`src/hw/cluster_pkg.sv`:
```
////////////////////
// Shared types and constants for the L1 cluster
// Imported by every RTL module and the testbench
////////////////////

package cluster_pkg;

  // Word and address geometry
  localparam int unsigned DataWidth = 32;
  localparam int unsigned AddrWidth = 32;
  localparam int unsigned BeWidth   = DataWidth / 8;

  // Initiator index budget, up to 1024 core ports
  localparam int unsigned MaxIniWidth = 10;

  // Row field width carried to the banks, upper bits unused
  localparam int unsigned MaxRowWidth = 16;

  typedef logic [DataWidth-1:0]   data_t;
  typedef logic [AddrWidth-1:0]   addr_t;
  typedef logic [BeWidth-1:0]     strb_t;
  typedef logic [MaxIniWidth-1:0] ini_t;

  // Request as issued by a core
  typedef struct packed {
    addr_t addr;
    logic  wen;    // 1 = write
    data_t wdata;
    strb_t be;
  } tcdm_req_t;

  // Request as seen by a bank
  typedef struct packed {
    logic [MaxRowWidth-1:0] row;
    ini_t                   ini;
    logic                   wen;
    data_t                  wdata;
    strb_t                  be;
  } bank_req_t;

  // Read response, ini selects the return port
  typedef struct packed {
    data_t rdata;
    ini_t  ini;
  } bank_resp_t;

  // Returned for reads outside the TCDM window
  localparam data_t ErrData = 32'hbadc_0ffe;

endpackage : cluster_pkg

```
`src/hw/rr_arbiter.sv`:
```
////////////////////
// Round-robin arbiter, one grant per cycle
////////////////////

`timescale 1ns/1ps

module rr_arbiter #(
  parameter int unsigned NumReq = 2
) (
  input  logic              clk_i,
  input  logic              reset_i,
  input  logic [NumReq-1:0] req_i,
  output logic [NumReq-1:0] gnt_o
);

  localparam int unsigned IdxWidth = (NumReq > 1) ? $clog2(NumReq) : 1;

  logic [IdxWidth-1:0] ptr_q;
  logic [IdxWidth-1:0] win_idx;
  logic                found;

  // First requester at or after the pointer wins
  always_comb begin
    int unsigned idx;
    gnt_o   = '0;
    win_idx = '0;
    found   = 1'b0;
    for (int unsigned i = 0; i < NumReq; i++) begin
      idx = ptr_q + i;
      if (idx >= NumReq) begin
        idx = idx - NumReq;
      end
      if (!found && req_i[idx]) begin
        found      = 1'b1;
        gnt_o[idx] = 1'b1;
        win_idx    = IdxWidth'(idx);
      end
    end
  end

  // Pointer moves one past the winner
  always_ff @(posedge clk_i) begin
    if (reset_i) begin
      ptr_q <= '0;
    end else if (found) begin
      if (int'(win_idx) == int'(NumReq) - 1) begin
        ptr_q <= '0;
      end else begin
        ptr_q <= win_idx + IdxWidth'(1);
      end
    end
  end

endmodule : rr_arbiter

```
`src/hw/tcdm_xbar.sv`:
```
////////////////////
// Full crossbar from every core port to every bank
// Per-bank round-robin, responses steered back by ini
////////////////////

`timescale 1ns/1ps

module tcdm_xbar #(
  parameter int unsigned NumIn        = 4,
  parameter int unsigned NumBanks     = 8,
  parameter int unsigned RowWidth     = 6,
  // Derived, leave at default
  parameter int unsigned BankSelWidth = (NumBanks > 1) ? $clog2(NumBanks) : 1
) (
  input  logic                                      clk_i,
  input  logic                                      reset_i,
  // Core side
  input  logic [NumIn-1:0]                          req_i,
  input  logic [NumIn-1:0][BankSelWidth-1:0]        bank_sel_i,
  input  cluster_pkg::bank_req_t [NumIn-1:0]        qry_i,
  output logic [NumIn-1:0]                          gnt_o,
  output logic [NumIn-1:0]                          vld_o,
  output cluster_pkg::data_t [NumIn-1:0]            rdata_o,
  // Bank side
  output logic [NumBanks-1:0]                       bank_req_o,
  output cluster_pkg::bank_req_t [NumBanks-1:0]     bank_qry_o,
  input  logic [NumBanks-1:0]                       bank_vld_i,
  input  cluster_pkg::bank_resp_t [NumBanks-1:0]    bank_resp_i
);

  import cluster_pkg::*;

  // Rows are bank targets, columns are core ports
  logic [NumBanks-1:0][NumIn-1:0] req_mat;
  logic [NumBanks-1:0][NumIn-1:0] gnt_mat;

  for (genvar b = 0; b < NumBanks; b++) begin : gen_bank
    bank_req_t win_qry;

    for (genvar i = 0; i < NumIn; i++) begin : gen_req
      assign req_mat[b][i] = req_i[i] && (bank_sel_i[i] == BankSelWidth'(b));
    end

    rr_arbiter #(
      .NumReq(NumIn)
    ) i_arb (
      .clk_i  (clk_i     ),
      .reset_i(reset_i   ),
      .req_i  (req_mat[b]),
      .gnt_o  (gnt_mat[b])
    );

    // Winner's query, row bits above the bank depth cleared
    always_comb begin
      win_qry = '0;
      for (int unsigned i = 0; i < NumIn; i++) begin
        if (gnt_mat[b][i]) begin
          win_qry = qry_i[i];
        end
      end
      win_qry.row = MaxRowWidth'(win_qry.row[RowWidth-1:0]);
    end

    // Banks never stall
    assign bank_req_o[b] = |gnt_mat[b];
    assign bank_qry_o[b] = win_qry;
  end : gen_bank

  // A port is granted by at most one bank
  always_comb begin
    gnt_o = '0;
    for (int unsigned b = 0; b < NumBanks; b++) begin
      for (int unsigned i = 0; i < NumIn; i++) begin
        gnt_o[i] |= gnt_mat[b][i];
      end
    end
  end

  // Response routing, no extra register
  always_comb begin
    vld_o   = '0;
    rdata_o = '0;
    for (int unsigned b = 0; b < NumBanks; b++) begin
      if (bank_vld_i[b]) begin
        for (int unsigned i = 0; i < NumIn; i++) begin
          if (bank_resp_i[b].ini == ini_t'(i)) begin
            vld_o[i]   = 1'b1;
            rdata_o[i] = bank_resp_i[b].rdata;
          end
        end
      end
    end
  end

endmodule : tcdm_xbar

```
`config.mk`:
```
export PLATFORM = sky130hd
export DESIGN_NAME = tcdm_xbar
export DESIGN_NICKNAME = d
export VERILOG_FILES = /design/src/hw/cluster_pkg.sv /design/src/hw/rr_arbiter.sv /design/src/hw/tcdm_xbar.sv
export SDC_FILE = /design/constraint.sdc
export NUM_CORES = 2
export LEC_CHECK = 0
export ABC_AREA = 1
export BUFFER_PORTS_ARGS = -buffer_cell sky130_fd_sc_hd__buf_4
export CORE_AREA = 10 10 477 479
export DETAILED_ROUTE_END_ITERATION = 8
export DIE_AREA = 0 0 487 489
export GPL_TIMING_DRIVEN = 0
export PLACE_DENSITY_LB_ADDON = 0.05
export SLEW_MARGIN = 20
export SYNTH_ARGS = -nofsm -noshare
export SYNTH_HDL_FRONTEND = slang
export SYNTH_SLANG_ARGS = --single-unit
```
`constraint.sdc`:
```
create_clock -name clk_i -period 5.25 [get_ports clk_i]
set_input_delay 1.05 -clock clk_i [delete_from_list [all_inputs] [get_ports clk_i]]
set_output_delay 1.05 -clock clk_i [all_outputs]
set_load 0.02 [all_outputs]
```
**Word level (Yosys, flattened, before mapping)**

Index checks and enable logic that the tools add are counted.

- Register bits: 16
- Output and inout port bits: 648
- Word-level logic and storage cells: 788

- Add/subtract/negate cells: 64
- Order comparisons: 96
- Eq/ne operators: 60
- Multiplexer cells: 376
- Bitwise logic cells: 52
- Reduce and logical (&&, ||, !) cells: 132

Operators with widths:

| operator | count |
|---|---|
| two-way mux 32 bit | 64 |
| two-way mux 53 bit | 32 |
| greater-or-equal comparator 32 x 1 -> 1 bit, second input constant | 32 |
| less-than comparator 32 x 3 -> 1 bit, second input constant | 32 |
| two-way mux 128 bit | 8 |
| greater-or-equal comparator 32 x 3 -> 1 bit, second input constant | 24 |
| subtractor 32 x 3 -> 32 bit, second input constant | 24 |
| == test 10 x 2 -> 1 bit, second input constant | 16 |
| two-way mux 4 bit | 40 |
| two-way mux 1 bit | 128 |
| bitwise OR 4 bit | 24 |
| logical AND 1 bit | 88 |
| == test 10 x 1 -> 1 bit, second input constant | 8 |
| logical NOT 10 bit | 8 |
| two-way mux 2 bit | 40 |
| binary-select mux 1 bit (select 2 bit) | 32 |
| demux 1 bit (select 2 bit) | 32 |
| adder 2 x 2 -> 3 bit, second input constant | 16 |
| == test 3 bit, second input constant | 16 |
| OR reduction 4 bit | 8 |
| subtractor 2 x 3 -> 4 bit, second input constant | 8 |
| bitwise OR 1 bit | 28 |
| adder 2 x 1 -> 3 bit, second input constant | 8 |
| == test 3 x 2 -> 1 bit, second input constant | 8 |
| other kinds (6) | 56 |

**Longest topological paths before layout**

- Depth in word-level cells: 21
- Gate-level depth with buffers: 17

**By module**

A second synthesis with hierarchy kept.

- Cells, all modules: 5808
- Area, all modules: 29703.5 sq um

By module, submodules not included:

| module | times used | cells each | area each (sq um) | sequential area each (sq um) |
|---|---|---|---|---|
| tcdm_xbar | 1 | 5038 | 24658.6 | 0.0 |
| rr_arbiter at gen_bank[0].i_arb ... | 7 | 96 | 631.9 | 40.0 |
| rr_arbiter at gen_bank[7].i_arb | 1 | 98 | 621.8 | 40.0 |

**Least setup slack after synthesis**

Ideal clock, no wire load.

- Kind: input to output
- Start: input port req_i[0]
- End: output port bank_qry_o[126] (netlist name)
- Data arrival time: 2.746 ns
- Setup slack: 1.454 ns
- Stages: 14
- Path buffers: 2
- Path through: inv_1 nor2_2 nand3_1 nand2_1 nand2_1 nand2_1 inv_1 nor2_1 nand2_1 nand3_2 buf_4 buf_4 a21oi_1 a21oi_1

RTL lines:

| item | line | text |
|---|---|---|
| start, declared | tcdm_xbar.sv:18 | `input logic [NumIn-1:0] req_i,` |
| end, declared | tcdm_xbar.sv:26 | `output cluster_pkg::bank_req_t [NumBanks-1:0] bank_qry_o,` |

==> metrics.md <==
| Metric | Value |
|---|---|
| Drt via density | `5.18` |
| Routed wire length | `421000 um` |
| Max_cap viols | `0` |
| Most frequent cell after synthesis | `nand2_1` |
| Status | `finished with violations` |
| Clk sink count | `16` |
| First-pass GRT wire length | `533000 um` |
| Violated checks | `negative setup slack` |
| H-tree depth | `1` |
| Final Non-Filler Cells | `11000` |
| Synth top area share | `0.289` |
| Number of global-route vias before repair | `52700` |
| Clk pin slew, worst setup/hold paths | `0.07 ns` |
| Die width | `487 um` |
| Final Skew | `0.00112 ns` |
| Synthesis-to-finish area growth | `40.1%` |
| FMAX | `0.188 GHz` |
| Cts bufs inserted | `3` |
| # IOs | `1262` |
| Largest family of logic cells by synthesized area | `simple AND/OR/NAND/NOR gates` |
| Worst hold-check path type | `flop to flop` |
| Library cells used by synthesis | `48` |
| Dominant cells by area after synthesis | `nand2_1, a21oi_1, inv_1` |
| Synth area leader | `nand2_1` |
| Min Clock Period, post-route | `5.33 ns` |
| CTS tree | `done` |
| Avg Cell Area, Syn | `4.57 sq um` |
| Placeable Area | `218000 sq um` |
| Leak | `24.1 nW` |
| Final count of pins violating max slew | `0` |
| Vias | `57100` |
| Overflow after GRT | `0` |
| RePlAce Congestion | `1.03` |
| Crit path largest cell delay | `0.80 ns` |
| Seq/Total Area, Yosys | `0.0101` |
| Slew @ Worst Pin | `1.30 ns` |
| Largest net degree at the start of global routing | `13` |
| Total global-route track usage | `0.331` |
| Yosys warnings | `0` |
| Final period utilization | `1.02` |
| Crit Path Max Fanout | `10` |
| Die H | `489 um` |
| Final setup viols | `1` |
| Post-synthesis mux area share | `0` |
| Mapped Area | `31900 sq um` |
| Wire length per cell | `38.2 um` |
| CP Data Arrival Time | `4.28 ns` |
| Drt pass-1 iters | `6` |
| DRC Markers | `0` |
| Nets | `8766` |
| Synth Instances | `6970` |
| Pwr Total | `29.4 mW` |
| Adder-Cell Fraction of Synth Area | `0.0196` |
| Clock Latency Late Sink | `0.28 ns` |
| Commonest cells post-synth | `nand2_1, a21oi_1, inv_1, nor2_1, o21ai_0` |
| Setup Crit Path Kind | `input port to output pin` |
| Die area | `238000 sq um` |
| Synth Flop Type | `dfxtp_1` |
| Place WS | `-0.980 ns` |
| Pwr per Cell Area | `659 nW/um^2` |
| DP Cell Count | `11000` |
| Layout cells sized above 1 | `0.214` |
| ANT nets after route | `0` |
| Slew HR | `0.133` |
| Setup crit start kind | `input port` |
| Area after DPL | `43600 sq um` |
| 1st-iter DRT viols | `7512` |
| Clock buffer depth | `2` |
| Setup TNS | `-0.0823 ns` |
| Hold Vio Cnt, Final | `0` |
| Max rail drop VDD | `0.309 mV` |
| Reg2reg setup slack | `2.81 ns` |
| Synth Area in Compound Gates | `0.344` |
| Hpwl dp | `338000 um` |
| Simple-gate share of the synthesized area | `0.441` |
| CP max-delay cell | `o21ai_0` |
| Crit end category | `output pin` |
| Worst path required time | `4.20 ns` |
| Design Area, Final | `44600 sq um` |
| Root Driver | `clkbuf_16` |
| Worst-path cell chain | `buf_4, nor2_1, nand2_1, nor3_1, nand2_1, clkbuf_1, clkbuf_2, o21ai_0, o21ai_0, buf_4` |
| Initial antenna violation count | `103` |
| Port Buffers | `1035` |
| Row cnt | `172` |
| Yosys reg bits | `16` |
| Fin worst setup slack | `-0.0823 ns` |
| Post-synth EDFFs | `0` |
| Synth Area in XOR/XNOR | `0` |
| Synth async-reset ratio | `0` |
| Initial Util | `0.146` |
[timing repair]
action	CTS	global route
setup endpoints to repair	390	227
buffers inserted	3	6
resized for setup	102	143
pin swaps	2	3
hold buffers	0	0
[kinds of logic (layout without fill, tap and decap cells)]
| family | count (synthesis) | after routing |
|---|---|---|
| AOI/OAI and AO/OA | 2092 | 2092 |
| and+or+nand+nor | 3493 | 3493 |
| adders and majority gates | 50 | 50 |
| other | 1 | 138 |
| buffers and inverters | 1318 | 2370 |
| DFF | 16 | 16 |
[metrics by stage]
step | hold slack (ns) | utilization
after global routing | 0.658 | 0.204
final | 0.603 | 0.205
after detailed placement | 0.601 | 0.200
after floorplan | 0.520 | -
after CTS | 0.612 | 0.202
after global placement | 0.615 | 0.199
[report_power, final]
group | switching [mW] | internal [mW] | total (mW) | leakage [nW]
clock | 0.0827 | 0.117 | 0.200 | 0.0445
sequential | 0.123 | 0.170 | 0.293 | 0.133
combinational | 20.8 | 8.11 | 28.9 | 23.9
total | 21.0 | 8.40 | 29.4 | 24.1
[worst max-delay path, delay by kind of cell]
kind / cells / cell delay, ns
AND/OR/NAND/NOR: 4 / 0.54
buffers and inverters: 4 / 1.73
AO/OA/AOI/OAI: 2 / 0.93
[per-layer routing]
metal  vias up  GRT usage  wire (um)
met4        49      0.217      32200
met1     27700      0.407     167000
li1      24700          -          -
met5         -   0.000397        427
met2      3929      0.502     180000
met3       804     0.0920      41200
[cell type report]
| type | count | area (sq um) |
|---|---|---|
| fill | 26000 | 174000 |
| multi-input combinational | 5715 | 26500 |
| timing repair buffer | 1049 | 7910 |
| tap | 2871 | 3590 |
| buffer | 657 | 3570 |
| inverter | 660 | 2550 |
| sequential | 16 | 323 |
| antenna | 58 | 145 |
| clock buffer | 4 | 88.8 |
[worst paths after layout]
check,depth (start not counted),to,from
max,10,rdata_o[48],bank_resp_i[258]
min,2,gen_bank[3].i_arb.ptr_q[1],gen_bank[3].i_arb.ptr_q[1]
min reg2reg,2,gen_bank[3].i_arb.ptr_q[1],gen_bank[3].i_arb.ptr_q[1]
max reg2reg,12,gen_bank[6].i_arb.ptr_q[1],flop
[cell usage in the layout, fill, tap and decap left out, types with 80 or more instances in the layout]
master and count:
conb_1 80, a21oi_1 1406, inv_1 619, o211ai_1 80, buf_4 1163, nor2_1 519
buf_2 237, nand2_1 2450, o21ai_0 438, clkbuf_1 180, nand3_1 333
No activity file was read; power rests on OpenSTA's default activity.
